--- config.mk ---
export PLATFORM = sky130hd
export DESIGN_NAME = int_regfile
export DESIGN_NICKNAME = d
export VERILOG_FILES = /design/src/hdl/exec_pkg.sv /design/src/hdl/int_regfile.sv
export SDC_FILE = /design/constraint.sdc
export NUM_CORES = 2
export LEC_CHECK = 0
export BUFFER_PORTS_ARGS = -buffer_cell sky130_fd_sc_hd__buf_2
export CORE_MARGIN = 5
export CORE_UTILIZATION = 40
export CTS_CLUSTER_DIAMETER = 100
export DETAILED_ROUTE_END_ITERATION = 8
export PLACE_DENSITY = 0.59
export SYNTH_ARGS = -nofsm -noshare
export SYNTH_HDL_FRONTEND = slang
export SYNTH_SLANG_ARGS = --single-unit
--- constraint.sdc ---
create_clock -name clk -period 2.7 [get_ports clk]
set_clock_uncertainty 0.1 [all_clocks]
set_input_delay 0.405 -clock clk [delete_from_list [all_inputs] [get_ports clk]]
set_output_delay 0.405 -clock clk [all_outputs]
set_load 0.005 [all_outputs]
--- src/hdl/exec_pkg.sv ---
`default_nettype none

package exec_pkg;

    localparam int XLEN = 64;

    typedef logic [XLEN-1:0] t_rv_reg_data;
    typedef logic [63:0]     t_paddr;
    typedef logic [4:0]      t_reg_idx;
    typedef logic [2:0]      t_funct3;

    // Micro-op class, selects the execution unit in EX0
    typedef enum logic [1:0] {
        U_NOP  = 2'd0,
        U_ALU  = 2'd1, // rs1 op rs2
        U_ALUI = 2'd2, // rs1 op imm64
        U_BR   = 2'd3
    } t_uop;

    // Conditional branch encodings on funct3
    localparam t_funct3 RV_BR_BEQ  = 3'b000;
    localparam t_funct3 RV_BR_BNE  = 3'b001;
    localparam t_funct3 RV_BR_BLT  = 3'b100;
    localparam t_funct3 RV_BR_BGE  = 3'b101;
    localparam t_funct3 RV_BR_BLTU = 3'b110;
    localparam t_funct3 RV_BR_BGEU = 3'b111;

    typedef enum logic [3:0] {
        ADD  = 4'd0,
        SUB  = 4'd1,
        AND  = 4'd2,
        OR   = 4'd3,
        XOR  = 4'd4,
        SLT  = 4'd5,  // Signed compare
        SLTU = 4'd6,
        SLL  = 4'd7,
        SRL  = 4'd8,
        SRA  = 4'd9   // Sign fill
    } t_alu_op;

    // One queue entry, already decoded by the front end
    typedef struct packed {
        t_uop         uop;
        t_alu_op      alu_op;
        t_funct3      funct3;
        t_reg_idx     rd;
        t_reg_idx     rs1;
        t_reg_idx     rs2;
        t_rv_reg_data imm64;
        t_paddr       pc;
    } t_uinstr;

endpackage

`default_nettype wire

--- src/hdl/int_regfile.sv ---
`timescale 1ns/1ps
`default_nettype none

module int_regfile (
    input  logic                   clk,
    input  logic                   reset,
    input  exec_pkg::t_reg_idx     rs1,
    input  exec_pkg::t_reg_idx     rs2,
    input  logic                   wr_en,
    input  exec_pkg::t_reg_idx     wr_idx,
    input  exec_pkg::t_rv_reg_data wr_data,
    output exec_pkg::t_rv_reg_data rs1_data,
    output exec_pkg::t_rv_reg_data rs2_data
);
    import exec_pkg::*;

    t_rv_reg_data regs [1:31]; // x0 has no storage

    // Same-cycle write wins over the stored value
    function automatic t_rv_reg_data read_port(input t_reg_idx idx);
        if (idx == '0) begin
            return '0;
        end
        if (wr_en && (wr_idx == idx)) begin
            return wr_data;
        end
        return regs[idx];
    endfunction

    always_ff @(posedge clk) begin
        if (reset) begin
            for (int i = 1; i < 32; i++) begin
                regs[i] <= '0;
            end
        end else if (wr_en && (wr_idx != '0)) begin
            regs[wr_idx] <= wr_data;
        end
    end

    always_comb rs1_data = read_port(rs1);
    always_comb rs2_data = read_port(rs2);

endmodule

`default_nettype wire

After elaboration in Yosys (flattened, before gate mapping)
Memories as Yosys holds them, arrays and structs flattened.
Cells that the tools add are included.
{"block": "op_classes", "eq_ne": 2, "muxes": 22, "n_reduce_logical": 7}
{"op": "two-way mux 64 bit", "count": 9}
{"op": "OR reduction 64 bit", "count": 1}
{"op": "two-way mux 1 bit", "count": 12}
{"op": "equality test 5 bit", "count": 2}
{"op": "zero test 5 bit", "count": 2}
{"op": "two-way mux 5 bit", "count": 1}
{"op": "nonzero test 5 bit", "count": 1}
{"op": "logical AND 1 bit", "count": 3}
{"block": "word_totals", "word_cells": 32, "out_inout_bits": 128, "inputBits": 82, "regBits": 0, "ramBits": 1984, "memories": 1}
{"memory": "regs", "depth": 31, "word_bits": 64, "read_ports": 2, "rd_ports_with_merged_regs": 0, "write_ports": 31, "line": "int_regfile.sv:17", "text": "t_rv_reg_data regs [1:31];"}

Longest topological paths before layout
{"block": "logic_depth", "ltp_word": 7, "ltp_mapped": 10, "ltp_nobuf": 5}

Least setup slack after synthesis
OpenSTA, ideal clock, no wires.
{"block": "synth_path", "kind": "input to register", "from": "input wr_idx[2]", "to": "memory regs[4][0] in the netlist's numbering, enable pin", "cell_stages": 5, "setup_ns": 0.394, "arrival_time_ns": 2.338, "path_buffers": 2, "setup_slack_ns": -0.132, "required_time_ns": 2.206, "path_cell_list": "clkbuf_1 -> or3b_1 -> nor2_1 -> clkbuf_1 -> or2_2"}
{"element": "start, declared", "line": "int_regfile.sv:10", "text": "input exec_pkg::t_reg_idx wr_idx,"}
{"element": "end, declared", "line": "int_regfile.sv:17"}

==> summary.txt <==
H-tree depth: 4
Setup crit end kind: output port
Overall Global Routing Usage: 31.9%
Peak VDD IR: 0.638 mV
Hold Crit Class: in2reg
Yosys cell types: 52
drt total wl: 458000 microns
placed cell count: 10800
Synth area leader: edfxtp_1
Worst setup SP type: flip-flop
largest cells by area after synthesis: edfxtp_1 57%, mux4_2 21%, and2_1 12%
Die H: 529 microns
routed length per placed instance: 40.3 microns
initial DRC count: 13100
vias: 75700
Root Buffer: clkbuf_16
Post-synth EDFFs: 2048
async set-reset flop share out of synthesis: 0%
Largest regs: regs x2048
DP Wirelength: 271000 microns
placer congestion estimate: 0.876
gr ovfl total: 0
Num CTS Buffers: 221
vias per cell: 6.67
CP required: 2190 ps
num ports: 210
final hold vios: 0
DRC: 0
core area: 0.268 sq mm
TritonCTS clock tree: done
violated checks: negative setup slack
Fill cells: 22300
Synth top area share: 57.0%
Worst EP arrival: 2890 ps
most common cell after layout, fill and taps aside: edfxtp_1
mapped cell area: 0.108 sq mm
Warnings, synthesis: 0
Max Slew Vio Count: 0
dpl ws: -662 ps
initial antenna violation count: 64
Lkg Pwr: 46.5 nW
# rows: 190
commonest non-fill, non-tap cells in the layout: 2048 x edfxtp_1, 1985 x and2_1, 1015 x mux4_2, 441 x buf_4, 357 x buf_12
Die W: 529 microns
f_max: 295 MHz
first-pass GRT wire length: 616000 microns
syn_area_per_cell: 15.5 sq um
Worst Tran Pin Value: 848 ps
Synth Register Bits: 2048
critical-path cell list: mux4_2, mux4_2, nand2b_1, o2111ai_2, o211a_1, buf_2
clk sinks: 2048
layout cell share with drive strength beyond 1: 36.2%
outcome: finished, violations left
Slew HR: 43.5%
Final #Nets: 7660
Reg with most FFs: regs
final core utilization: 49.6%
vias in the first global route: 73700
fin crit share: 126%
Buffers on Ports: 209
final setup fails: 128
most used cell, CP: mux4_2
Final Non-Filler Cells: 11400
clk buf depth: 3
die area: 0.280 sq mm
pwr dens: 598 mW/mm^2
largest net degree at the start of global routing: 65
Area Overhead vs Synth: 23.2%
CP max FO: 2
Setup CP Type: reg2out
max reg flops: 2048
final worst slack: -693 ps
Period minus WS final: 3390 ps
Detail Route Antenna Nets: 0
sequential fraction of the synthesis area: 57.0%
Max Cap Violations: 0
CP max stage cell: mux4_2
Syn Inst Count: 6944
drt pass-1 iters: 6
Largest stage delay, worst path: 490 ps
most used flip-flop cell after synthesis: edfxtp_1
RSZ-0062 raised after global routing: yes
Reg clk slew, reported paths: 60 ps
setup TNS: -42660 ps
initial core utilization: 40.2%
[cell type report]
| class | count | area, sq um | share of cell area, % |
|---|---|---|---|
| Multi-Input combinational cell | 4169 | 46000 | 34.6 |
| Tap cell | 3552 | 4440 | 3.34 |
| Inverter | 3 | 16.3 | 0.0122 |
| Clock buffer | 285 | 5810 | 4.37 |
| Antenna cell | 37 | 92.6 | 0.0697 |
| Clock inverter | 127 | 1120 | 0.844 |
| Sequential cell | 2048 | 61500 | 46.3 |
| Timing Repair Buffer | 1135 | 13900 | 10.5 |
[Yosys cell counts (all sizes together), types with 2 or more instances]
cell type and number:
a22o 116, edfxtp 2048, nand2b 15, o221ai 13, nor2 45, inv 2
a2bb2oi 2, a32oi 5, o211a 7, nand3b 6, or3b 3, nor2b 4
o21bai 2, a21oi 40, xnor2 6, or2 32, buf 215, and3b 2
xor2 4, and2 1987, o21ai 7, a32o 2, clkbuf 572, mux4 1015
a31oi 2, o211ai 2, nand3 48, o2111ai 9, or3 2, nor3b 3
mux2i 183, a22oi 106, o22ai 214, mux2 9, nor4 36, nor3 33
a211oi 54, nand2 85
[critical path: cells and delay by family, from the launching register on]
| family | cells | cell delay, ps |
|---|---|---|
| multiplexers | 2 | 960 |
| flip-flops | 1 | 410 |
| AND/OR/NAND/NOR | 1 | 120 |
| AO/OA/AOI/OAI | 2 | 350 |
| buffers and inverters | 1 | 160 |
[metal layers]
metal | part of all wire (%) | vias up | wire, microns | global-route usage, %
met5 | 0.0048 | - | 22 | 0
met4 | 6.7 | 4 | 30400 | 18.0
met3 | 14 | 1405 | 62100 | 8.34
met2 | 45 | 6661 | 207000 | 48.7
met1 | 35 | 39300 | 158000 | 41.5
li1 | - | 28300 | - | -
[stage by stage]
| stage | power (mW) | hold slack [ps] | instance area, sq um |
|---|---|---|---|
| after floorplan | 43.5 | 404 | 108000 |
| after global placement | 48.9 | 620 | 121000 |
| after detailed placement | 49.0 | 611 | 121000 |
| after CTS | 78.9 | 24.8 | 131000 |
| after global routing | 81.3 | 52.8 | 133000 |
| final | 79.5 | 85.1 | 133000 |
[final timing paths]
path	cells past startpoint	slack, ps	endpoint	startpoint
setup / recovery	6	-690	rs2_data[54]	regs[18][54]
hold / removal	2	90	regs[0][25]	wr_data[25]
[kinds of logic (layout without fill, tap and decap cells)]
group | count (synthesis) | after routing | synth area share, %
xor+xnor | 10 | 10 | 0.0812
compound gates | 585 | 585 | 3.90
mux | 1207 | 1207 | 23.0
buf+inv | 790 | 1550 | 3.05
simple gates | 2303 | 2303 | 13.0
other cells | 1 | 101 | 0.00348
flops | 2048 | 2048 | 57.0
[power by group]
part	internal (mW)	switching (mW)	total, mW	leakage, nW
Clock	16.4	13.4	29.8	3.36
Combinational	5.55	6.48	12.0	23.6
Sequential	36.7	0.904	37.6	19.5
Total	58.7	20.8	79.5	46.5
[timing repair]
action	in CTS	in global routing
cloned	9	12
gates resized for setup	315	191
setup buffers	32	60
pin swaps	211	95
hold buffers	63	0
hold endpoints to repair	367	0
endpoints found under the setup margin	128	128
No activity file was read; power rests on OpenSTA's default activity.
