### src/hdl/exec_pkg.sv
`default_nettype none

package exec_pkg;

    localparam int XLEN = 64;

    typedef logic [XLEN-1:0] t_rv_reg_data;
    typedef logic [63:0]     t_paddr;
    typedef logic [4:0]      t_reg_idx;
    typedef logic [2:0]      t_funct3;

    // Micro-op class, selects the execution unit in EX0
    typedef enum logic [1:0] {
        U_NOP  = 2'd0,
        U_ALU  = 2'd1, // rs1 op rs2
        U_ALUI = 2'd2, // rs1 op imm64
        U_BR   = 2'd3
    } t_uop;

    // Conditional branch encodings on funct3
    localparam t_funct3 RV_BR_BEQ  = 3'b000;
    localparam t_funct3 RV_BR_BNE  = 3'b001;
    localparam t_funct3 RV_BR_BLT  = 3'b100;
    localparam t_funct3 RV_BR_BGE  = 3'b101;
    localparam t_funct3 RV_BR_BLTU = 3'b110;
    localparam t_funct3 RV_BR_BGEU = 3'b111;

    typedef enum logic [3:0] {
        ADD  = 4'd0,
        SUB  = 4'd1,
        AND  = 4'd2,
        OR   = 4'd3,
        XOR  = 4'd4,
        SLT  = 4'd5,  // Signed compare
        SLTU = 4'd6,
        SLL  = 4'd7,
        SRL  = 4'd8,
        SRA  = 4'd9   // Sign fill
    } t_alu_op;

    // One queue entry, already decoded by the front end
    typedef struct packed {
        t_uop         uop;
        t_alu_op      alu_op;
        t_funct3      funct3;
        t_reg_idx     rd;
        t_reg_idx     rs1;
        t_reg_idx     rs2;
        t_rv_reg_data imm64;
        t_paddr       pc;
    } t_uinstr;

endpackage

`default_nettype wire

### src/hdl/ibr.sv
`timescale 1ns/1ps
`default_nettype none

module ibr (
    input  logic                   valid_ex0,
    input  exec_pkg::t_uop         uop_ex0,
    input  exec_pkg::t_funct3      funct3_ex0,
    input  exec_pkg::t_paddr       pc_ex0,
    input  exec_pkg::t_rv_reg_data imm_ex0,
    input  exec_pkg::t_rv_reg_data src1val_ex0,
    input  exec_pkg::t_rv_reg_data src2val_ex0,
    output logic                   resvld_ex0,
    output exec_pkg::t_paddr       br_tgt_ex0,
    output logic                   br_mispred_ex0
);
    import exec_pkg::*;

    t_paddr pcnxt_ex0;
    t_paddr tkn_tgt_ex0;
    t_paddr tru_tgt_ex0;
    logic   tkn_ex0;

    assign resvld_ex0 = valid_ex0 && (uop_ex0 == U_BR);

    assign pcnxt_ex0   = pc_ex0 + 64'd4;      // Predicted path
    assign tkn_tgt_ex0 = pc_ex0 + imm_ex0;

    // Condition evaluation, full 64-bit compares
    always_comb begin
        tkn_ex0 = 1'b0;
        case (funct3_ex0)
            RV_BR_BEQ:  tkn_ex0 = src1val_ex0 == src2val_ex0;
            RV_BR_BNE:  tkn_ex0 = src1val_ex0 != src2val_ex0;
            RV_BR_BLT:  tkn_ex0 = $signed(src1val_ex0) <  $signed(src2val_ex0);
            RV_BR_BGE:  tkn_ex0 = $signed(src1val_ex0) >= $signed(src2val_ex0);
            RV_BR_BLTU: tkn_ex0 = src1val_ex0 <  src2val_ex0;
            RV_BR_BGEU: tkn_ex0 = src1val_ex0 >= src2val_ex0;
            default:    tkn_ex0 = 1'b0;
        endcase
    end

    assign tru_tgt_ex0 = tkn_ex0 ? tkn_tgt_ex0 : pcnxt_ex0;

    // Not-taken prediction, so any other target is a mispredict
    assign br_mispred_ex0 = resvld_ex0 && (tru_tgt_ex0 != pcnxt_ex0);
    assign br_tgt_ex0     = tru_tgt_ex0;

endmodule

`default_nettype wire

### config.mk
export PLATFORM = sky130hd
export DESIGN_NAME = ibr
export DESIGN_NICKNAME = d
export VERILOG_FILES = /design/src/hdl/exec_pkg.sv /design/src/hdl/ibr.sv
export SDC_FILE = /design/constraint.sdc
export NUM_CORES = 1
export LEC_CHECK = 0
export BUFFER_PORTS_ARGS = -buffer_cell sky130_fd_sc_hd__clkbuf_2
export CORE_MARGIN = 1
export CORE_UTILIZATION = 30
export DETAILED_ROUTE_END_ITERATION = 7
export REMOVE_ABC_BUFFERS = 1
export SYNTH_ARGS = -nofsm -noshare
export SYNTH_HDL_FRONTEND = slang
export SYNTH_SLANG_ARGS = --single-unit
### constraint.sdc
create_clock -name vclk -period 5.7
set_clock_uncertainty 0.15 [all_clocks]
set_input_delay 0 -clock vclk [all_inputs]
set_output_delay 0 -clock vclk [all_outputs]
set_load 0.05 [all_outputs]
# After elaboration in Yosys (flattened, before gate mapping)
# Cells that the tools add are included.
dict set report classes {
  add_sub_neg 2
  n_lt_le_gt_ge 4
  n_eq_ne 9
  mux 2
  reduce_logical 3
}
# op n
set op_table {}
lappend op_table {{64-bit >= comparator} 2}
lappend op_table {{64-bit < comparator} 2}
lappend op_table {{64-bit inequality test} 2}
lappend op_table {{64-bit by 3-bit adder with 64-bit output (second input constant)} 1}
lappend op_table {{64-bit adder} 1}
lappend op_table {{64-bit == test} 1}
lappend op_table {{64-bit 2-to-1 mux} 1}
lappend op_table {{3-bit == test (second input constant)} 4}
lappend op_table {{1-bit one-hot mux with 6 select lines} 1}
lappend op_table {{3-bit by 1-bit == test with 1-bit output (second input constant)} 1}
lappend op_table {{3-bit logical NOT} 1}
lappend op_table {{2-bit == test (second input constant)} 1}
lappend op_table {{1-bit logical AND} 2}
dict set report totals {
  reg_bits 0
  input_bits 262
  elab_cells 20
}

# Longest topological paths before layout
dict set report logic_depth {
  depth_word 5
  mapped_depth 15
  depth_no_buf 14
}

# Least setup slack after synthesis
# No wires, ideal clock.
dict set report synth_timing {
  path_type {input to output}
  start {input port src2val_ex0[14]}
  end {output port br_tgt_ex0[19]}
  arrival_time_ns 3.814
  required_time_ns 5.550
  path_slack_ns 1.736
  path_stages 13
  path_buffers 3
  cell_sequence {inv_1 -> ha_1 -> nand4_1 -> a2111oi_0 -> o41ai_1 -> a2111o_1 -> a21o_1 -> a2111oi_1 -> or3_1 -> clkbuf_1 -> buf_2 -> buf_2 -> mux2i_1}
}
dict set report synth_between {
  elab_chain_len 3
  elab_cells_between_ends 8
}
# item line_no
set synth_lines {}
lappend synth_lines {{start: declaration} ibr.sv:11} ;# input exec_pkg::t_rv_reg_data src2val_ex0,
lappend synth_lines {{64-bit >= comparator (tied with other cells)} ibr.sv:37} ;# RV_BR_BGEU: tkn_ex0 = src1val_ex0 >= src2val_ex0;
lappend synth_lines {{1-bit one-hot mux with 6 select lines (*)} ibr.sv:31} ;# case (funct3_ex0)
lappend synth_lines {{64-bit 2-to-1 mux (*)} ibr.sv:42} ;# assign tru_tgt_ex0 = tkn_ex0 ? tkn_tgt_ex0 : pcnxt_ex0;
lappend synth_lines {{end: declaration} ibr.sv:13} ;# output exec_pkg::t_paddr br_tgt_ex0,
# Every way passes the cells marked *; elsewhere a longest branch is shown, timed or not.

# Worst setup path in the final report
dict set report layout_timing {
  start {input port pc_ex0[4]}
  end {output port br_mispred_ex0}
}
dict set report layout_between {
  elab_chain_len 4
  elab_cells_between_ends 5
}
# item line_no
set layout_lines {}
lappend layout_lines {{start: declaration} ibr.sv:8} ;# input exec_pkg::t_paddr pc_ex0,
lappend layout_lines {{64-bit by 3-bit adder with 64-bit output or 64-bit adder (tied branches)} {ibr.sv:25, ibr.sv:26}}
lappend layout_lines {{64-bit 2-to-1 mux} ibr.sv:42}
lappend layout_lines {{64-bit inequality test (*)} ibr.sv:45} ;# assign br_mispred_ex0 = resvld_ex0 && (tru_tgt_ex0 != pcnxt_ex0);
lappend layout_lines {{1-bit logical AND (*)} ibr.sv:45}
lappend layout_lines {{end: declaration} ibr.sv:14} ;# output logic br_mispred_ex0
# Marks and branches as above.

==> flow_metrics.env <==
export IMPL_fp_row_count=65
export IMPL_fmax_ghz=0.2002
export IMPL_fill_cells=3558
export IMPL_finalNetCount=2165
export IMPL_syn_area_sq_um=9828
export IMPL_setup_worst_path_class="input port to output port"
export IMPL_seq_area_frac_synth_pct=0
export IMPL_synth_top_area_cell="ha_1"
export IMPL_fin_setup_tns_ps=0
export IMPL_cts_resized=0
export IMPL_slew_viol_final=0
export IMPL_layout_drive_gt1_share_pct=21.67
export IMPL_grt_pass1_vias=12129
export IMPL_arrival_ps=4850
export IMPL_hold_buffers=0
export IMPL_ant_nets=0
export IMPL_fp_coreArea_sq_um=31880
export IMPL_post_drt_wl_per_cell_um=21.48
export IMPL_synth_most_common_cell="a21oi_1"
export IMPL_routed_via_density=5.850
export IMPL_hold_viol=0
export IMPL_grt_max_degree=56
export IMPL_syn_avg_cell_area_sq_um=6.609
export IMPL_cap_violations=0
export IMPL_finalPower_mw=1.778
export IMPL_cp_max_fo=7
export IMPL_via_count=12922
export IMPL_die_h_um=183
export IMPL_p_leak_nw=5.550
export IMPL_tightest_slew_ps=1042
export IMPL_synth_common_cells="a21oi_1 (159), nand2_1 (137), nor2_1 (136)"
export IMPL_globalplace_congestion=0.9803
export IMPL_overflow=0
export IMPL_outcome="completed"
export IMPL_crit_path_start_kind="input port"
export IMPL_ios=328
export IMPL_synthCells=1487
export IMPL_pre_cts_slack_ps=815.5
export IMPL_yosys_area_top_type_share_pct=16.30
export IMPL_fin_util_pct=37.43
export IMPL_max_vdd_ir_drop_uv=104.4
export IMPL_ff_latch_area_sq_um=0
export IMPL_nClkBuffers=0
export IMPL_antenna_found_initial=3
export IMPL_drt_iter0_drc=1099
export IMPL_finalWorstSetupSlack_ps=704.4
export IMPL_die_area_sq_um=33490
export IMPL_track_usage_pct=26.90
export IMPL_finalCritPeriodShare_pct=87.64
export IMPL_hold_class="input port to output port"
export IMPL_end_kind="output port"
export IMPL_slew_headroom_pct=29.87
export IMPL_routed_wl_um=47450
export IMPL_floorplan_initialDensity_pct=30.83
export IMPL_rsz0062_at_grt="no"
export IMPL_cp_required_ps=5550
export IMPL_ys_types=89
export IMPL_cts_setup_buffers=0
export IMPL_setup_viol=0
export IMPL_p_per_area_nw_per_um2=149.0
export IMPL_dr_pass1_iters=6
export IMPL_yosys_top_cells_area="ha_1 (16%), a21oi_1 (8.1%), xnor2_1 (7.0%)"
export IMPL_area_delta_synth_final_pct=21.40
export IMPL_drc=0
export IMPL_yosysWarnings=0
export IMPL_dpl_hpwl_um=40940
export IMPL_fin_crit_ps=4996
export IMPL_io_buffers=328
export IMPL_numSequentialCells=0
export IMPL_fp_dieW_um=183
export IMPL_grt_pass1_wl_um=70240
[cells by family (layout without fill, tap and decap cells)]
group,Yosys count,in the layout,synth area share (%)
other cells,0,2,0
compound gates,449,449,29.66
mux,23,23,2.393
fa+ha+maj,129,129,16.50
xor+xnor,151,151,14.84
buf+inv,152,437,5.932
simple gates,583,583,30.67
[cells in the final DEF, fill, tap and decap left out, drive strengths merged, types with 19 or more instances in the layout]
cell	synthesis	final
nor3	47	47
nand4	68	68
xor2	64	64
o211ai	19	19
nand2	138	138
mux2i	19	19
clkbuf	48	328
xnor2	78	78
nand3	62	62
nor4	24	24
a21o	38	38
inv	92	92
o21ai	80	80
a21oi	159	159
ha	128	128
nor2	137	137
and3	22	22
[through the flow]
stage	std cells	hold WS [ps]	cell area [sq um]
after floorplan	1427	129.9	9590
after global placement	2207	299.8	11930
after detailed placement	2207	307.4	11930
after CTS	2207	308.1	11930
after global routing	2209	322.5	11930
final	2209	305.4	11930
[power breakdown]
group	internal [mW]	switching, mW	total [mW]	leakage, nW
Clock	0.0000000475	0	0.0000000476	0.0000127
Sequential	0	0	0	0
Combinational	0.575	1.20	1.78	5.55
[worst paths after layout]
path,startpoint,cells after the start,slack [ps],end
min,uop_ex0[1],3,310,resvld_ex0
max,pc_ex0[4],15,700,br_mispred_ex0
[routing by layer]
| layer | vias up | GRT usage (%) | share of wire (%) |
|---|---|---|---|
| li1 | 6156 | - | - |
| met1 | 6059 | 34.04 | 42 |
| met2 | 632 | 47.79 | 47 |
| met3 | 73 | 2.522 | 7.6 |
| met4 | 2 | 8.300 | 3.2 |
| met5 | - | 0 | 0.023 |
[area by class of cell]
| cell class | count | area, sq um | share of cell area [%] |
|---|---|---|---|
| tap | 435 | 544.3 | 4.562 |
| multi-input combinational | 1335 | 9255 | 77.57 |
| antenna | 2 | 5.005 | 0.04195 |
| timing repair buffer | 345 | 1782 | 14.93 |
| inverter | 92 | 345.3 | 2.894 |
[critical path: stages]
cell       delay, ps
clkbuf_2         140
ha_1             400
a21oi_1          350
nand2_1          150
o211a_1          300
o311a_1          360
a2111oi_0        840
nor2_1           140
a2111oi_0        600
nand4_1          240
nor4_1           450
nand4_1          140
nor4_1           400
nor2_1            80
clkbuf_2         250
Note: power is estimated with default switching activity, not from simulation.
