===== config.mk =====
export PLATFORM = sky130hd
export DESIGN_NAME = issue_queue
export DESIGN_NICKNAME = d
export VERILOG_FILES = /design/src/hdl/exec_pkg.sv /design/src/hdl/issue_queue.sv
export SDC_FILE = /design/constraint.sdc
export NUM_CORES = 1
export LEC_CHECK = 0
export ABC_AREA = 1
export BUFFER_PORTS_ARGS = -buffer_cell sky130_fd_sc_hd__buf_2
export CAP_MARGIN = 20
export CORE_MARGIN = 1.5
export CORE_UTILIZATION = 40
export DETAILED_ROUTE_END_ITERATION = 7
export PLACE_DENSITY_LB_ADDON = 0.25
export SYNTH_ARGS = -nofsm -noshare
export SYNTH_HDL_FRONTEND = slang
export SYNTH_SLANG_ARGS = --single-unit

===== constraint.sdc =====
create_clock -name clk -period 15.8 [get_ports clk]
set_clock_uncertainty 0.05 [all_clocks]
set_input_delay 1.58 -clock clk [delete_from_list [all_inputs] [get_ports clk]]
set_output_delay 1.58 -clock clk [all_outputs]
set_load 0.02 [all_outputs]

===== src/hdl/exec_pkg.sv =====
`default_nettype none

package exec_pkg;

    localparam int XLEN = 64;

    typedef logic [XLEN-1:0] t_rv_reg_data;
    typedef logic [63:0]     t_paddr;
    typedef logic [4:0]      t_reg_idx;
    typedef logic [2:0]      t_funct3;

    // Micro-op class, selects the execution unit in EX0
    typedef enum logic [1:0] {
        U_NOP  = 2'd0,
        U_ALU  = 2'd1, // rs1 op rs2
        U_ALUI = 2'd2, // rs1 op imm64
        U_BR   = 2'd3
    } t_uop;

    // Conditional branch encodings on funct3
    localparam t_funct3 RV_BR_BEQ  = 3'b000;
    localparam t_funct3 RV_BR_BNE  = 3'b001;
    localparam t_funct3 RV_BR_BLT  = 3'b100;
    localparam t_funct3 RV_BR_BGE  = 3'b101;
    localparam t_funct3 RV_BR_BLTU = 3'b110;
    localparam t_funct3 RV_BR_BGEU = 3'b111;

    typedef enum logic [3:0] {
        ADD  = 4'd0,
        SUB  = 4'd1,
        AND  = 4'd2,
        OR   = 4'd3,
        XOR  = 4'd4,
        SLT  = 4'd5,  // Signed compare
        SLTU = 4'd6,
        SLL  = 4'd7,
        SRL  = 4'd8,
        SRA  = 4'd9   // Sign fill
    } t_alu_op;

    // One queue entry, already decoded by the front end
    typedef struct packed {
        t_uop         uop;
        t_alu_op      alu_op;
        t_funct3      funct3;
        t_reg_idx     rd;
        t_reg_idx     rs1;
        t_reg_idx     rs2;
        t_rv_reg_data imm64;
        t_paddr       pc;
    } t_uinstr;

endpackage

`default_nettype wire


===== src/hdl/issue_queue.sv =====
`timescale 1ns/1ps
`default_nettype none

module issue_queue #(
    parameter int IQ_DEPTH = 8
) (
    input  logic                          clk,
    input  logic                          reset,
    input  logic                          disp_valid,
    input  exec_pkg::t_uop                disp_uop,
    input  exec_pkg::t_alu_op             disp_alu_op,
    input  exec_pkg::t_funct3             disp_funct3,
    input  exec_pkg::t_reg_idx            disp_rd,
    input  exec_pkg::t_reg_idx            disp_rs1,
    input  exec_pkg::t_reg_idx            disp_rs2,
    input  exec_pkg::t_rv_reg_data        disp_imm,
    input  exec_pkg::t_paddr              disp_pc,
    input  logic                          flush,
    output logic                          iss_valid,
    output exec_pkg::t_uop                iss_uop,
    output exec_pkg::t_alu_op             iss_alu_op,
    output exec_pkg::t_funct3             iss_funct3,
    output exec_pkg::t_reg_idx            iss_rd,
    output exec_pkg::t_reg_idx            iss_rs1,
    output exec_pkg::t_reg_idx            iss_rs2,
    output exec_pkg::t_rv_reg_data        iss_imm,
    output exec_pkg::t_paddr              iss_pc,
    output logic [$clog2(IQ_DEPTH+1)-1:0] credit_ret
);
    import exec_pkg::*;

    localparam int CNT_W = $clog2(IQ_DEPTH + 1);
    localparam int PTR_W = (IQ_DEPTH > 1) ? $clog2(IQ_DEPTH) : 1;

    t_uinstr          entries [IQ_DEPTH];
    t_uinstr          disp_entry;
    t_uinstr          head_entry;
    logic [PTR_W-1:0] head;
    logic [PTR_W-1:0] tail;
    logic [CNT_W-1:0] count;
    logic [CNT_W-1:0] released;
    logic             push;

    // Wraps at IQ_DEPTH, depth need not be a power of two
    function automatic logic [PTR_W-1:0] ptr_inc(input logic [PTR_W-1:0] ptr);
        if (ptr == PTR_W'(IQ_DEPTH - 1)) begin
            return '0;
        end
        return ptr + 1'b1;
    endfunction

    assign disp_entry = '{uop: disp_uop, alu_op: disp_alu_op, funct3: disp_funct3,
                          rd: disp_rd, rs1: disp_rs1, rs2: disp_rs2,
                          imm64: disp_imm, pc: disp_pc};

    // Full queue drops the write, credits make that unreachable
    assign push      = disp_valid && !flush && (count != CNT_W'(IQ_DEPTH));
    assign iss_valid = (count != '0) && !flush;

    assign head_entry = entries[head];
    assign iss_uop    = head_entry.uop;
    assign iss_alu_op = head_entry.alu_op;
    assign iss_funct3 = head_entry.funct3;
    assign iss_rd     = head_entry.rd;
    assign iss_rs1    = head_entry.rs1;
    assign iss_rs2    = head_entry.rs2;
    assign iss_imm    = head_entry.imm64;
    assign iss_pc     = head_entry.pc;

    // Entries leaving this cycle, including a dispatch lost to the flush
    always_comb begin
        if (flush) begin
            released = count + CNT_W'(disp_valid);
        end else begin
            released = CNT_W'(iss_valid);
        end
    end

    always_ff @(posedge clk) begin
        if (reset) begin
            head       <= '0;
            tail       <= '0;
            count      <= '0;
            credit_ret <= '0;
        end else begin
            credit_ret <= released;
            if (flush) begin
                head  <= '0;
                tail  <= '0;
                count <= '0;
            end else begin
                if (push) tail <= ptr_inc(tail);
                if (iss_valid) head <= ptr_inc(head);
                count <= count + CNT_W'(push) - CNT_W'(iss_valid);
            end
        end
    end

    always_ff @(posedge clk) begin
        if (push) entries[tail] <= disp_entry;
    end

endmodule

`default_nettype wire


Word-level counts from Yosys, hierarchy flattened
Memories as Yosys holds them, arrays and structs flattened. A register that Yosys moved wholly into a read port is not among the register bits.
Index checks and enable logic that the tools add are counted.
{"block": "totals", "reg_bits": 14, "ramBits": 1216, "inputBits": 156, "out_inout_bits": 157, "word_cells": 39, "mem_count": 1}
{"block": "classes", "addsub": 5, "n_eq_ne": 3, "muxes": 17, "bitwise": 1, "n_reduce_logical": 7}
{"name": "entries", "depth": 8, "width": 152, "rd": 1, "rd_ports_with_merged_regs": 1, "wr": 1, "line": "issue_queue.sv:35", "rtl": "t_uinstr entries [IQ_DEPTH];"}
{"op": "2-to-1 mux 3 bit", "n": 6}
{"op": "2-to-1 mux 1 bit", "n": 11}
{"op": "adder 4 x 1 -> 4 bit", "n": 2}
{"op": "adder 3 x 1 -> 3 bit, second input constant", "n": 2}
{"op": "== test 3 bit, second input constant", "n": 2}
{"op": "inequality test 4 bit, second input constant", "n": 1}
{"op": "nonzero test 4 bit", "n": 1}
{"op": "OR reduction 2 bit", "n": 2}
{"op": "subtractor 4 x 1 -> 4 bit", "n": 1}
{"op": "logical AND 1 bit", "n": 3}
{"op": "logical NOT 1 bit", "n": 1}
{"op": "NOT 1 bit", "n": 1}

Longest topological paths before layout
{"block": "logic_depth", "ltp_word": 8, "ltp_mapped": 12, "depth_no_buf": 12}

Worst setup path before layout
No wires, ideal clock.
{"block": "synth_timing", "path_kind": "input-to-reg", "startpoint": "input port disp_valid", "endpoint": "memory entries[6][0] (netlist bit) (enable)", "setup_time_ps": 851, "arrival_ps": 12379, "t_required_ps": 14899, "path_slack_ps": 2520, "cell_stages": 4, "path_buffers": 0, "cell_sequence": "inv_1 > nor2_1 > nand2_1 > nor3_1"}
{"block": "synth_between", "elab_chain_cells": 4}
{"item": "start, declared", "line": "issue_queue.sv:9", "rtl": "input logic disp_valid,"}
{"item": "logical AND 1 bit (2 in a row)", "line": "issue_queue.sv:57", "rtl": "assign push = disp_valid && !flush && (count != CNT_W'(IQ_DEPTH));"}
{"item": "2-to-1 mux 1 bit", "line": "issue_queue.sv:100", "rtl": "if (push) entries[tail] <= disp_entry;"}
{"item": "2-to-1 mux 1 bit (not written as such)", "line": "issue_queue.sv:100"}
{"item": "end, declared", "line": "issue_queue.sv:35"}
Every way passes these cells.

==> impl_metrics.env <==
export IMPL_outcome="finished, final reports clean"
export IMPL_critPathMaxFanout=84
export IMPL_grt_max_degree=191
export IMPL_synth_top_cells_by_area="edfxtp_1, nand2_1, inv_1, nand3_1, buf_2"
export IMPL_setup_viol=0
export IMPL_leakage_uw=0.0279
export IMPL_postCtsSetupBuffers=0
export IMPL_cts_tree="done"
export IMPL_cp_start_kind="flip-flop"
export IMPL_ys_types=20
export IMPL_vdd_drop_max_uv=136
export IMPL_cpLargestDelayFamily="buffers and inverters"
export IMPL_cp_required_ps=14170
export IMPL_synth_edf_count=1216
export IMPL_path_buf_inv=5
export IMPL_die_x_um=369
export IMPL_hold_path_depth=2
export IMPL_seq_area_um2=36900
export IMPL_rsz0062_at_grt="false"
export IMPL_slew_headroom_pct=23.5
export IMPL_fin_nets=5804
export IMPL_hpwl_mm=65.5
export IMPL_p_per_area_nw_per_um2=133
export IMPL_ys_flop_type="edfxtp_1"
export IMPL_seq_area_frac_synth_pct=68.8
export IMPL_slowest_delay_ps=850
export IMPL_crit_path_end_kind="output pin"
export IMPL_worstSetupPathType="reg -> out"
export IMPL_clock_sinks=1233
export IMPL_io_pins=313
export IMPL_instances_no_fill=7521
export IMPL_drv_slew=0
export IMPL_wl_mm=126
export IMPL_antenna_found_initial=36
export IMPL_finalWorstPathRequiredPeriod_ps=6690
export IMPL_vias=34800
export IMPL_rows=134
export IMPL_synth_top_cells_by_count="nand2_1, inv_1, edfxtp_1, nand3_1, buf_2"
export IMPL_dp_cells=7261
export IMPL_via_per_inst=4.63
export IMPL_multiInputGateArea_um2=11000
export IMPL_cts_root_buf="clkbuf_16"
export IMPL_post_synth_top_count_cell="nand2_1"
export IMPL_clk_pin_slew_ps=60
export IMPL_crit_arrival_ps=5060
export IMPL_ctsResizeCount=0
export IMPL_layout_drive_gt1_share_pct=9.77
export IMPL_holdWs_ps=468
export IMPL_die_area_um2=136000
export IMPL_die_y_um=369
export IMPL_place_port_buffers=312
export IMPL_yosys_area_top_type_share_pct=68.1
export IMPL_cp_depth=10
export IMPL_htreeDepth=4
export IMPL_hold_violations=0
export IMPL_place_gp_congestion=0.745
export IMPL_drt_pre_antenna_iters=5
export IMPL_gr_total_overflow=0
export IMPL_start_util_pct=40.2
export IMPL_syn_inst=5369
export IMPL_synth_largest_area_cell="edfxtp_1"
export IMPL_yosysWarnings=0
export IMPL_cts_buffer_depth=3
export IMPL_core_area_um2=133000
export IMPL_fin_crit_sh_pct=42.3
export IMPL_syn_avg_cell_area_um2=9.98
export IMPL_tns_ps=0
export IMPL_drc=0
export IMPL_n_fill_cell=12500
export IMPL_syn2layout_area_growth_pct=14.1
export IMPL_syn_nets=5539
export IMPL_cp_slowest_cell="buf_4"
export IMPL_ant_nets=0
export IMPL_cts_buffers=138
export IMPL_worst_pin_slew_ps=1150
export IMPL_hold_path_class="reg -> reg"
export IMPL_hold_buffers=0
export IMPL_post_drt_wl_per_cell_um=16.8
export IMPL_clk_insertion_delay_late_ps=760
export IMPL_grt_pass1_wl_mm=195
export IMPL_path_cells="buf_4 > buf_4 > buf_4 > buf_4 > nand2_1 > nand3_1 > nand2_1 > nand2_1 > nand2_1 > buf_2"
export IMPL_synthArstFlopShare_pct=0
export IMPL_grt_use_total_pct=18.7
export IMPL_fmax_mhz=149
export IMPL_drt_iter0_markers=2314
export IMPL_synth_area_um2=53600
export IMPL_max_cap_violations=0
export IMPL_ys_ff_latch=1233
export IMPL_grt_pass1_vias=33900
export IMPL_r2r_cells=8
-- report_power, final --
group          switching, µW  total (µW)  internal, µW
logic                    981        1340           362
clock network           1300        3120          1820
registers               27.2        3670          3640
-- per-layer routing --
metal	vias to the layer above	track usage, %	part of all wire, %
met4	40	5.60	2.2
met2	772	30.8	47
li1	17200	-	-
met3	228	4.93	6.7
met1	16600	24.2	44
met5	-	0	0.19
-- area by class of cell --
class	count	area share, %
Clock inverter	71	1.23
Timing Repair Buffer	360	3.30
Antenna cell	13	0.0532
Multi-Input combinational cell	2660	17.9
Tap cell	1768	3.62
Sequential cell	1233	60.3
Inverter	1241	7.65
Clock buffer	175	5.94
-- worst reg2reg max path: stages, from the launching register on --
cell,delay (ps)
dfxtp_1,370
inv_1,100
ha_1,200
nand3_1,200
nand2_1,320
nor3_2,820
buf_4,730
buf_4,630
buf_4,550
-- through the flow --
step                utilization [%]  setup slack, ps  area (µm²)  power, µW
floorplan                         -             2520       53600       4630
global route                   45.9             8700       61100       8490
detailed placement             42.5             9890       56700       5100
CTS                            45.8             9040       61100       8230
global placement               42.5             9920       56700       5090
finish                         45.9             9110       61200       8130
-- path summary, 6_finish.rpt --
check / start / endpoint / slack, ps
worst min-delay path: count[3]$_SDFF_PP0_ / credit_ret[3]$_SDFF_PP0_ / 470
worst max-delay path: flip-flop / iss_rs1[1] / 9110
worst max register to register: count[2]$_SDFF_PP0_ / entries[3][129]$_DFFE_PP_ / 11430
worst min register to register: count[3]$_SDFF_PP0_ / credit_ret[3]$_SDFF_PP0_ / 470
-- cells by family after synthesis --
kind of cell    count (synthesis)  synth area share (%)
buf+inv                      1476                  10.9
flops                        1233                  68.8
compound gates                 10                0.0980
simple gates                 2634                  19.9
xor+xnor                        2                0.0327
fa+ha+maj                      14                 0.341
-- flip-flops by register name, indices dropped and copies added (netlist names), named ones only --
name	count
credit_ret	4
tail	3
head	3
entries	1216
count	4
-- placed cells by master, fill, tap and decap left out, drive strengths merged --
cell type	n
o21ai	3
edfxtp	1216
nor3	8
clkinv	50
dfxtp	17
clkbuf	175
nor2	12
fa	1
clkinvlp	4
xor2	1
ha	13
xnor2	1
bufinv	11
inv	1247
diode	13
buf	360
o21bai	1
nand3	616
nand2	1998
a21oi	6
Note: power is estimated with default switching activity, not from simulation.
